[src/source/rd_guard_settings.svh]
// Table sizes and field widths of the read-channel guard
// Shared by both packages and the guard core

`ifndef RD_GUARD_SETTINGS_SVH
`define RD_GUARD_SETTINGS_SVH

// Table capacities
`define RG_MAX_UNIQ_IDS 4
`define RG_MAX_RD_TXNS 4

// Budget counter
`define RG_CNT_WIDTH 16

// AXI read fields
`define RG_ID_WIDTH 4
`define RG_ADDR_WIDTH 32
`define RG_LEN_WIDTH 8
`define RG_DATA_WIDTH 32

// Register port
`define RG_REG_ADDR_WIDTH 4
`define RG_REG_DATA_WIDTH 32

`endif
[src/source/guard_reg_pkg.sv]
// Register-facing types: IRQ status word and its union view,
// register-to-guard and guard-to-register bundles

`include "rd_guard_settings.svh"

package guard_reg_pkg;

  typedef logic [`RG_CNT_WIDTH-1:0]      cnt_t;
  typedef logic [`RG_REG_ADDR_WIDTH-1:0] reg_addr_t;
  typedef logic [`RG_REG_DATA_WIDTH-1:0] reg_data_t;

  // Status fields, padded to one register word
  typedef struct packed {
    logic [`RG_REG_DATA_WIDTH-`RG_ID_WIDTH-4:0] rsvd;
    logic                                       unwanted_rd_resp;
    logic                                       rd_timeout;
    logic                                       irq;
    logic [`RG_ID_WIDTH-1:0]                    txn_id;
  } irq_status_t;

  typedef union packed {
    irq_status_t fields;
    reg_data_t   raw;
  } irq_status_u;

  typedef struct packed {
    cnt_t                     budget_read;
    irq_status_u              irq_status;
    logic [`RG_ADDR_WIDTH-1:0] irq_addr;
  } reg2hw_t;

  // Hardware updates, each with its write enable
  typedef struct packed {
    struct packed {irq_status_u d; logic de;}               irq_status;
    struct packed {logic [`RG_ADDR_WIDTH-1:0] d; logic de;} irq_addr;
    struct packed {logic d; logic de;}                      reset;
    struct packed {cnt_t d; logic de;}                      latency_read;
  } hw2reg_t;

endpackage

[src/source/axi_rd_pkg.sv]
// AXI read channel types: AR and R beats,
// plus the observed request and response bundles

`include "rd_guard_settings.svh"

package axi_rd_pkg;

  typedef logic [`RG_ID_WIDTH-1:0]   id_t;
  typedef logic [`RG_ADDR_WIDTH-1:0] addr_t;
  typedef logic [`RG_LEN_WIDTH-1:0]  len_t;
  typedef logic [`RG_DATA_WIDTH-1:0] data_t;

  // Read address beat
  typedef struct packed {
    id_t   id;
    addr_t addr;
    len_t  len;
  } ar_chan_t;

  // Read data beat
  typedef struct packed {
    id_t   id;
    logic  last;
    data_t data;
  } r_chan_t;

  // Manager side, as seen on the bus
  typedef struct packed {
    ar_chan_t ar;
    logic     ar_valid;
    logic     r_ready;
  } axi_rd_req_t;

  // Subordinate side, as seen on the bus
  typedef struct packed {
    r_chan_t r;
    logic    r_valid;
    logic    ar_ready;
  } axi_rd_rsp_t;

endpackage

[src/source/rd_guard_top.sv]
// Read-channel guard top: guard core and its register block

module rd_guard_top
  import axi_rd_pkg::*;
  import guard_reg_pkg::*;
(
  input  logic        clk_i,
  input  logic        rst_ni,
  input  axi_rd_req_t mst_req_i,
  input  axi_rd_rsp_t slv_rsp_i,
  input  logic        reset_clear_i,
  input  logic        reg_we_i,
  input  reg_addr_t   reg_addr_i,
  input  reg_data_t   reg_wdata_i,
  output reg_data_t   reg_rdata_o,
  output logic        irq_o,
  output logic        reset_req_o
);

  reg2hw_t reg2hw;
  hw2reg_t hw2reg;

  read_guard i_read_guard (
    .clk_i        (clk_i),
    .rst_ni       (rst_ni),
    .mst_req_i    (mst_req_i),
    .slv_rsp_i    (slv_rsp_i),
    .reset_clear_i(reset_clear_i),
    .reg2hw_i     (reg2hw),
    .hw2reg_o     (hw2reg),
    .irq_o        (irq_o),
    .reset_req_o  (reset_req_o)
  );

  guard_regs i_guard_regs (
    .clk_i      (clk_i),
    .rst_ni     (rst_ni),
    .reg_we_i   (reg_we_i),
    .reg_addr_i (reg_addr_i),
    .reg_wdata_i(reg_wdata_i),
    .reg_rdata_o(reg_rdata_o),
    .hw2reg_i   (hw2reg),
    .reg2hw_o   (reg2hw)
  );

endmodule

[src/source/guard_regs.sv]
// Guard register file: budget, IRQ status, offending address,
// latched reset and last read latency, behind a strobe register port

module guard_regs
  import guard_reg_pkg::*;
(
  input  logic      clk_i,
  input  logic      rst_ni,
  input  logic      reg_we_i,
  input  reg_addr_t reg_addr_i,
  input  reg_data_t reg_wdata_i,
  output reg_data_t reg_rdata_o,
  input  hw2reg_t   hw2reg_i,
  output reg2hw_t   reg2hw_o
);

  localparam reg_addr_t AddrBudget  = reg_addr_t'(0);
  localparam reg_addr_t AddrStatus  = reg_addr_t'(1);
  localparam reg_addr_t AddrIrqAddr = reg_addr_t'(2);
  localparam reg_addr_t AddrReset   = reg_addr_t'(3);
  localparam reg_addr_t AddrLatency = reg_addr_t'(4);

  cnt_t                      budget_q, latency_q;
  irq_status_u               status_q;
  logic [`RG_ADDR_WIDTH-1:0] irq_addr_q;
  logic                      reset_q;

  always_ff @(posedge clk_i or negedge rst_ni) begin
    if (!rst_ni) begin
      budget_q   <= '0;
      status_q   <= '0;
      irq_addr_q <= '0;
      reset_q    <= 1'b0;
      latency_q  <= '0;
    end else begin
      if (reg_we_i && reg_addr_i == AddrBudget) begin
        budget_q <= cnt_t'(reg_wdata_i);
      end
      // Hardware update wins over a clearing write
      if (hw2reg_i.irq_status.de) begin
        status_q <= hw2reg_i.irq_status.d;
      end else if (reg_we_i && reg_addr_i == AddrStatus) begin
        status_q <= '0;
      end
      if (hw2reg_i.irq_addr.de) begin
        irq_addr_q <= hw2reg_i.irq_addr.d;
      end
      if (hw2reg_i.reset.de) begin
        reset_q <= hw2reg_i.reset.d;
      end
      if (hw2reg_i.latency_read.de) begin
        latency_q <= hw2reg_i.latency_read.d;
      end
    end
  end

  always_comb begin
    case (reg_addr_i)
      AddrBudget:  reg_rdata_o = reg_data_t'(budget_q);
      AddrStatus:  reg_rdata_o = status_q.raw;
      AddrIrqAddr: reg_rdata_o = reg_data_t'(irq_addr_q);
      AddrReset:   reg_rdata_o = reg_data_t'(reset_q);
      AddrLatency: reg_rdata_o = reg_data_t'(latency_q);
      default:     reg_rdata_o = '0;
    endcase
  end

  assign reg2hw_o.budget_read = budget_q;
  assign reg2hw_o.irq_status  = status_q;
  assign reg2hw_o.irq_addr    = irq_addr_q;

  a_mapped_write: assert property (@(posedge clk_i) disable iff (!rst_ni)
    reg_we_i |-> reg_addr_i <= AddrLatency);

endmodule

[src/source/read_guard.sv]
// Read transaction tracker: per-ID linked lists of outstanding ARs,
// budget counters, timeout and unwanted-response detection

`include "rd_guard_settings.svh"

module read_guard
  import axi_rd_pkg::*;
  import guard_reg_pkg::*;
(
  input  logic        clk_i,
  input  logic        rst_ni,
  input  axi_rd_req_t mst_req_i,
  input  axi_rd_rsp_t slv_rsp_i,
  input  logic        reset_clear_i,
  input  reg2hw_t     reg2hw_i,
  output hw2reg_t     hw2reg_o,
  output logic        irq_o,
  output logic        reset_req_o
);

  localparam int unsigned MaxRdTxns  = `RG_MAX_RD_TXNS;
  localparam int unsigned HtCapacity = (`RG_MAX_UNIQ_IDS <= `RG_MAX_RD_TXNS) ?
                                       `RG_MAX_UNIQ_IDS : `RG_MAX_RD_TXNS;
  localparam int unsigned HtIdxWidth = (HtCapacity > 1) ? $clog2(HtCapacity) : 1;
  localparam int unsigned LdIdxWidth = (MaxRdTxns > 1) ? $clog2(MaxRdTxns) : 1;

  typedef logic [HtIdxWidth-1:0] ht_idx_t;
  typedef logic [LdIdxWidth-1:0] ld_idx_t;

  // One list per ID, head is the oldest record
  typedef struct packed {
    id_t     id;
    ld_idx_t head;
    ld_idx_t tail;
    logic    free;
  } head_tail_t;

  typedef struct packed {
    ar_chan_t meta;
    cnt_t     counter;
    logic     found_match;
    ld_idx_t  next;
    logic     free;
  } linked_data_t;

  localparam head_tail_t   HtEmpty = '{free: 1'b1, default: '0};
  localparam linked_data_t LdEmpty = '{free: 1'b1, default: '0};

  head_tail_t   [HtCapacity-1:0] ht_d, ht_q;
  linked_data_t [MaxRdTxns-1:0]  ld_d, ld_q;

  logic [HtCapacity-1:0] ht_free;
  logic [MaxRdTxns-1:0]  ld_free;
  ht_idx_t ht_free_idx, in_idx, rsp_idx, pop_ht, new_ht;
  ld_idx_t ld_free_idx, pop_ld, rsp_head, rsp_target, new_ld;
  logic    ht_none, ld_none, ar_hs, r_last_hs;
  logic    in_hit, rsp_hit, rsp_busy, rsp_tracked, pop, pop_last;
  logic    timeout, unwanted, reset_req_d, reset_req_q, dup_id;
  ld_idx_t to_slot;
  cnt_t    accum_len, txn_budget;
  irq_status_u status_d;

  assign ar_hs     = mst_req_i.ar_valid && slv_rsp_i.ar_ready;
  assign r_last_hs = slv_rsp_i.r_valid && mst_req_i.r_ready && slv_rsp_i.r.last;

  for (genvar i = 0; i < HtCapacity; i++) begin : gen_ht_free
    assign ht_free[i] = ht_q[i].free;
  end
  for (genvar i = 0; i < MaxRdTxns; i++) begin : gen_ld_free
    assign ld_free[i] = ld_q[i].free;
  end

  slot_picker #(.Width(HtCapacity)) i_ht_picker (
    .flags_i(ht_free),
    .idx_o  (ht_free_idx),
    .none_o (ht_none)
  );

  slot_picker #(.Width(MaxRdTxns)) i_ld_picker (
    .flags_i(ld_free),
    .idx_o  (ld_free_idx),
    .none_o (ld_none)
  );

  // ID lookups for the incoming AR and the R beat
  always_comb begin : proc_lookup
    in_hit  = 1'b0;
    in_idx  = '0;
    rsp_hit = 1'b0;
    rsp_idx = '0;
    for (int i = 0; i < HtCapacity; i++) begin
      if (!ht_q[i].free && ht_q[i].id == mst_req_i.ar.id) begin
        in_hit = 1'b1;
        in_idx = ht_idx_t'(i);
      end
      if (!ht_q[i].free && ht_q[i].id == slv_rsp_i.r.id) begin
        rsp_hit = 1'b1;
        rsp_idx = ht_idx_t'(i);
      end
    end
    // Head may already be matched and waiting to retire
    rsp_head    = ht_q[rsp_idx].head;
    rsp_busy    = ld_q[rsp_head].found_match;
    rsp_tracked = rsp_hit && !(rsp_busy && rsp_head == ht_q[rsp_idx].tail);
    rsp_target  = rsp_busy ? ld_q[rsp_head].next : rsp_head;
  end

  // Matched record and the list that owns it
  always_comb begin : proc_retire
    pop    = 1'b0;
    pop_ld = '0;
    pop_ht = '0;
    for (int i = 0; i < MaxRdTxns; i++) begin
      if (!ld_q[i].free && ld_q[i].found_match) begin
        pop    = 1'b1;
        pop_ld = ld_idx_t'(i);
      end
    end
    for (int j = 0; j < HtCapacity; j++) begin
      if (!ht_q[j].free && ht_q[j].head == pop_ld) begin
        pop_ht = ht_idx_t'(j);
      end
    end
    pop_last = (ht_q[pop_ht].tail == pop_ld);
  end

  always_comb begin : proc_budget
    accum_len = '0;
    for (int i = 0; i < MaxRdTxns; i++) begin
      if (!ld_q[i].free) begin
        accum_len += cnt_t'(ld_q[i].meta.len);
      end
    end
  end

  assign txn_budget = reg2hw_i.budget_read * (accum_len + cnt_t'(mst_req_i.ar.len));

  always_comb begin : proc_fault
    timeout = 1'b0;
    to_slot = '0;
    for (int i = 0; i < MaxRdTxns; i++) begin
      if (!ld_q[i].free && !ld_q[i].found_match && ld_q[i].counter == '0) begin
        timeout = 1'b1;
        to_slot = ld_idx_t'(i);
      end
    end
    unwanted = r_last_hs && !rsp_tracked;
  end

  assign irq_o       = timeout || unwanted;
  assign reset_req_d = irq_o || (reset_req_q && !reset_clear_i);
  assign reset_req_o = reset_req_q;

  always_comb begin : proc_tables
    ht_d   = ht_q;
    ld_d   = ld_q;
    new_ld = ld_none ? pop_ld : ld_free_idx;
    new_ht = '0;
    // Budgets run except on an R last handshake
    for (int i = 0; i < MaxRdTxns; i++) begin
      if (!ld_q[i].free && !r_last_hs) begin
        ld_d[i].counter = ld_q[i].counter - 1'b1;
      end
    end
    if (r_last_hs && rsp_tracked) begin
      ld_d[rsp_target].found_match = 1'b1;
    end
    if (pop) begin
      ld_d[pop_ld] = LdEmpty;
      if (pop_last) begin
        ht_d[pop_ht] = HtEmpty;
      end else begin
        ht_d[pop_ht].head = ld_q[pop_ld].next;
      end
    end
    if (ar_hs) begin
      if (in_hit && !(pop && pop_last && pop_ht == in_idx)) begin
        ld_d[ht_q[in_idx].tail].next = new_ld;
        ht_d[in_idx].tail            = new_ld;
      end else begin
        // Reopen the same entry, else take a free one or the one just emptied
        if (in_hit) begin
          new_ht = in_idx;
        end else if (ht_none) begin
          new_ht = pop_ht;
        end else begin
          new_ht = ht_free_idx;
        end
        ht_d[new_ht] = '{id: mst_req_i.ar.id, head: new_ld, tail: new_ld, free: 1'b0};
      end
      ld_d[new_ld] = '{meta: mst_req_i.ar, counter: txn_budget, found_match: 1'b0,
                       next: '0, free: 1'b0};
    end
    // Any fault drops every record
    if (irq_o) begin
      for (int i = 0; i < MaxRdTxns; i++) begin
        ld_d[i] = LdEmpty;
      end
      for (int j = 0; j < HtCapacity; j++) begin
        ht_d[j] = HtEmpty;
      end
    end
  end

  always_comb begin : proc_hw2reg
    status_d = reg2hw_i.irq_status;
    if (timeout) begin
      status_d.fields.rd_timeout = 1'b1;
      status_d.fields.irq        = 1'b1;
      status_d.fields.txn_id     = ld_q[to_slot].meta.id;
    end
    if (unwanted) begin
      status_d.fields.unwanted_rd_resp = 1'b1;
      status_d.fields.irq              = 1'b1;
    end
    hw2reg_o.irq_status.d   = status_d;
    hw2reg_o.irq_status.de  = irq_o;
    hw2reg_o.irq_addr.d     = timeout ? ld_q[to_slot].meta.addr : reg2hw_i.irq_addr;
    hw2reg_o.irq_addr.de    = timeout;
    hw2reg_o.reset.d        = reset_req_d;
    hw2reg_o.reset.de       = reset_req_d != reset_req_q;
    hw2reg_o.latency_read.d = ld_q[pop_ld].counter;
    hw2reg_o.latency_read.de = pop;
  end

  always_ff @(posedge clk_i or negedge rst_ni) begin
    if (!rst_ni) begin
      for (int j = 0; j < HtCapacity; j++) begin
        ht_q[j] <= HtEmpty;
      end
      for (int i = 0; i < MaxRdTxns; i++) begin
        ld_q[i] <= LdEmpty;
      end
      reset_req_q <= 1'b0;
    end else begin
      ht_q        <= ht_d;
      ld_q        <= ld_d;
      reset_req_q <= reset_req_d;
    end
  end

  always_comb begin : proc_dup_check
    dup_id = 1'b0;
    for (int i = 0; i < HtCapacity; i++) begin
      for (int j = i + 1; j < HtCapacity; j++) begin
        if (!ht_q[i].free && !ht_q[j].free && ht_q[i].id == ht_q[j].id) begin
          dup_id = 1'b1;
        end
      end
    end
  end

  a_unique_id: assert property (@(posedge clk_i) disable iff (!rst_ni) !dup_id);

  a_req_held: assert property (@(posedge clk_i) disable iff (!rst_ni)
    $fell(reset_req_o) |-> $past(reset_clear_i));

  a_no_overflow: assert property (@(posedge clk_i) disable iff (!rst_ni)
    ar_hs |-> (!ld_none || pop));

endmodule

[src/source/slot_picker.sv]
// Lowest-set-bit finder for free-slot selection

module slot_picker #(
  parameter int unsigned Width = 4,
  localparam int unsigned IdxWidth = (Width > 1) ? $clog2(Width) : 1
) (
  input  logic [Width-1:0]    flags_i,
  output logic [IdxWidth-1:0] idx_o,
  output logic                none_o
);

  // Scan from the top so the lowest set bit wins
  always_comb begin
    idx_o  = '0;
    none_o = 1'b1;
    for (int i = Width - 1; i >= 0; i--) begin
      if (flags_i[i]) begin
        idx_o  = IdxWidth'(i);
        none_o = 1'b0;
      end
    end
    a_idx_set: assert (none_o || flags_i[idx_o])
      else $error("slot_picker points at a clear flag");
  end

endmodule

[config.mk]
export PLATFORM = sky130hd
export DESIGN_NAME = rd_guard_top
export DESIGN_NICKNAME = d
export VERILOG_FILES = /design/src/source/guard_reg_pkg.sv /design/src/source/axi_rd_pkg.sv /design/src/source/rd_guard_top.sv /design/src/source/guard_regs.sv /design/src/source/read_guard.sv /design/src/source/slot_picker.sv
export VERILOG_INCLUDE_DIRS = /design/src /design/src/source
export SDC_FILE = /design/constraint.sdc
export NUM_CORES = 1
export LEC_CHECK = 0
export ABC_AREA = 0
export BUFFER_PORTS_ARGS = -buffer_cell sky130_fd_sc_hd__buf_2
export CAP_MARGIN = 25
export CELL_PAD_IN_SITES_DETAIL_PLACEMENT = 0
export CELL_PAD_IN_SITES_GLOBAL_PLACEMENT = 1
export CORE_ASPECT_RATIO = 0.75
export CORE_MARGIN = 2
export CORE_UTILIZATION = 52
export CTS_CLUSTER_DIAMETER = 60
export DETAILED_ROUTE_END_ITERATION = 8
export GPL_ROUTABILITY_DRIVEN = 0
export MAX_ROUTING_LAYER = met4
export PLACE_DENSITY = 0.95
export SKIP_LAST_GASP = 1
export SLEW_MARGIN = 10
export SYNTH_ARGS = -nofsm -noshare
export SYNTH_HDL_FRONTEND = slang
export SYNTH_SLANG_ARGS = --single-unit
[constraint.sdc]
create_clock -name clk_i -period 25.2 [get_ports clk_i]
set_clock_uncertainty 0.1 [all_clocks]
set_input_delay 1.26 -clock clk_i [delete_from_list [all_inputs] [get_ports clk_i]]
set_output_delay 1.26 -clock clk_i [all_outputs]
set_load 0.005 [all_outputs]
==> results.ini <==
[status]
outcome = complete, no violations

[layout]
diodes = 0
area_growth_pct = 10.2
finalNetCount = 2714
fillCellCount = 3713
final_util_pct = 57.8
drive_gt1_share_pct = 12.3

[sta]
whs_ps = 364
period_share_pct = 48.6
hold_viol = 0
worst_pin_slew_ps = 1100
fin_tns_setup_ps = 0
slew_violations = 0
setup_viol = 0
period_minus_slack_ps = 12260
slew_headroom_pct = 26.8
rsz0062_at_grt = false
max_freq_mhz = 81.6

[critical_path]
path_max_fanout = 18
r2r-start = i_read_guard.ld_free[0]
critPathKind = flop to flop
regToRegSetupSlack_ps = 12940
crit_required_ps = 25540
cp_common_cell = xnor2_1
crit_arrival_ps = 12600
r2r_end = i_read_guard.ld_q[147]
slowest_delay_ps = 800
worst_setup_path_end_kind = flop
crit_path_start_kind = flop
slowest_stage = dfstp_2
worst_r2r_path_depth = 46

[global_routing]
grt_pass1_vias = 19552
grt-ovfl-total = 0
grt_max_degree = 146
antenna_found_initial = 0
track_usage_pct = 30.0
grt_first_pass_wirelength_mm = 109

[floorplanning]
design.core.area_sq_um = 44500
num_io_pins = 159
die_w_um = 249
die_h_um = 188
rows = 67
start_util_pct = 52.5
dieArea_sq_um = 46600

[clock_tree]
htree_levels = 2
cts_buffers = 39
clock-sinks = 365
cts_hold_buf = 0
cts_tree = done
post_cts_resized = 0
clockBufferDepth = 3
post_cts_buffers = 0
cts_root_buf = clkbuf_16
clk_pin_slew_ps = 60
worstSkewPairLatency_ps = 580

[synth]
yosys_warnings = 0
syn_inst = 2375
synth-main-ff-cell = dfrtp_1
yosysSeqAreaShare_pct = 39.2
synthArstFlopShare_pct = 100
synth_edf_count = 0
synth_cell_types = 84
netlist_top_cells_count = dfrtp_1 (357), nand2_1 (191), a22o_1 (186)
post-synth-top-count-cell = dfrtp_1
syn_area_per_cell_sq_um = 9.83
ys_ff_latch = 365
synth_area_leaders = dfrtp_1 (38%), a22o_1 (7.0%), fa_1 (6.9%)
syn_area_sq_um = 23400
synthDominantCellAreaShare_pct = 38.3
synth_area_leader_cell = dfrtp_1

[run]
maxCapViolCount = 0

[hold_path]
whs_path_depth = 2
hp-class = flop to flop
worstHoldStart = i_guard_regs.irq_addr_q[20]
hold_path_end = i_guard_regs.irq_addr_q[20]

[place]
port_buffers = 110
dpl.hpwl_mm = 45.1

[routing]
antenna_left = 0
dr.pass1.iters = 9
vias_per_cell = 6.41
finalWirelength_mm = 68.5
vias = 19497
drc = 0
wire_per_inst_um = 22.5
drtIter0Drc = 2349

critical path: cells and delay by family, from the launching register on:
kind / cells / cell delay (ps)
and+or+nand+nor: 6 / 1100
muxes: 1 / 270
adders and majority gates: 11 / 4390
DFF: 1 / 800
buffers and inverters: 3 / 340
AOI/OAI and AO/OA: 13 / 2390
xor gates and xnor gates: 12 / 2720
layer usage:
layer,up-vias,wire length [um],global-route usage (%)
li1,8581,-,-
met1,9737,29200,41.6
met2,1030,30700,44.9
met3,149,6950,6.36
met4,0,1730,8.34
met5,-,0,-
metrics by stage:
step,setup slack (ps),instances,instance area [sq um]
2_1_floorplan,13840,2378,23400
3_3_place_gp,13240,2959,24300
3_5_place_dp,13010,2961,24300
4_1_cts,12960,3033,25600
5_1_grt,12130,3041,25700
6_report,12940,3041,25700
worst max path at each step:
stage,start,end,slack [ps],depth (start not counted)
2_1_floorplan,i_read_guard.ld_free[0],i_read_guard.ld_q[147],13840,46
3_3_place_gp,i_read_guard.ld_free[0],i_read_guard.ld_q[147],13240,46
3_5_place_dp,i_read_guard.ld_free[0],i_read_guard.ld_q[147],13010,46
4_1_cts,i_read_guard.ld_free[0],i_read_guard.ld_q[147],12960,46
5_1_grt,i_read_guard.ld_free[0],i_read_guard.ld_q[147],12130,46
6_report,i_read_guard.ld_free[0],i_read_guard.ld_q[147],12940,46
layout make-up:
type | count | area [sq um] | share of cell area (%)
Multi-Input combinational cell | 1731 | 13100 | 50.9
Sequential cell | 365 | 9140 | 35.5
Clock buffer | 58 | 1170 | 4.54
Timing Repair Buffer | 151 | 897 | 3.49
Tap cell | 586 | 733 | 2.85
Inverter | 136 | 510 | 1.98
Clock inverter | 14 | 175 | 0.681
cells by family (layout without fill, tap and decap cells):
group / count (synthesis) / after routing / synth area share [%]
AND/OR/NAND/NOR: 688 / 688 / 14.9
other: 1 / 4 / 0.0161
XOR/XNOR: 155 / 155 / 6.05
multiplexers: 78 / 78 / 3.50
AO/OA/AOI/OAI: 639 / 639 / 19.8
flip-flops: 365 / 365 / 39.2
buffers and inverters: 282 / 359 / 5.05
adder cells (fa/ha/maj): 167 / 167 / 11.5
sequential cells by signal (all words and copies together) (netlist names), 4 cells and up:
register and cells:
i_read_guard.ld_q 252, i_guard_regs.irq_addr_q 32, i_read_guard.ht_q 32, i_guard_regs.budget_q 16, i_guard_regs.latency_q 16, i_guard_regs.status_q 7
i_read_guard.ht_free 4, i_read_guard.ld_free 4
placed cells by master (no fill, tap or decap), types with 19 or more instances in the layout:
cell	n
xnor2_1	112
o21ai_0	53
clkbuf_16	39
nor3_1	32
mux2i_1	48
inv_1	136
and2_1	68
ha_1	85
a211oi_1	55
nor4_1	20
buf_2	111
fa_1	80
xor2_1	38
nand2_1	190
a21oi_1	125
a31oi_1	21
nor2_1	168
a22oi_1	19
a22o_1	186
buf_4	33
mux2_2	28
nand2b_1	27
nor2b_1	38
dfrtp_1	357
o22ai_1	56
nand3_1	51
a222oi_1	26
Power is left out: the tool's default activity adds up to more than one toggle a clock period on the data nets, which glitch-free logic cannot reach.
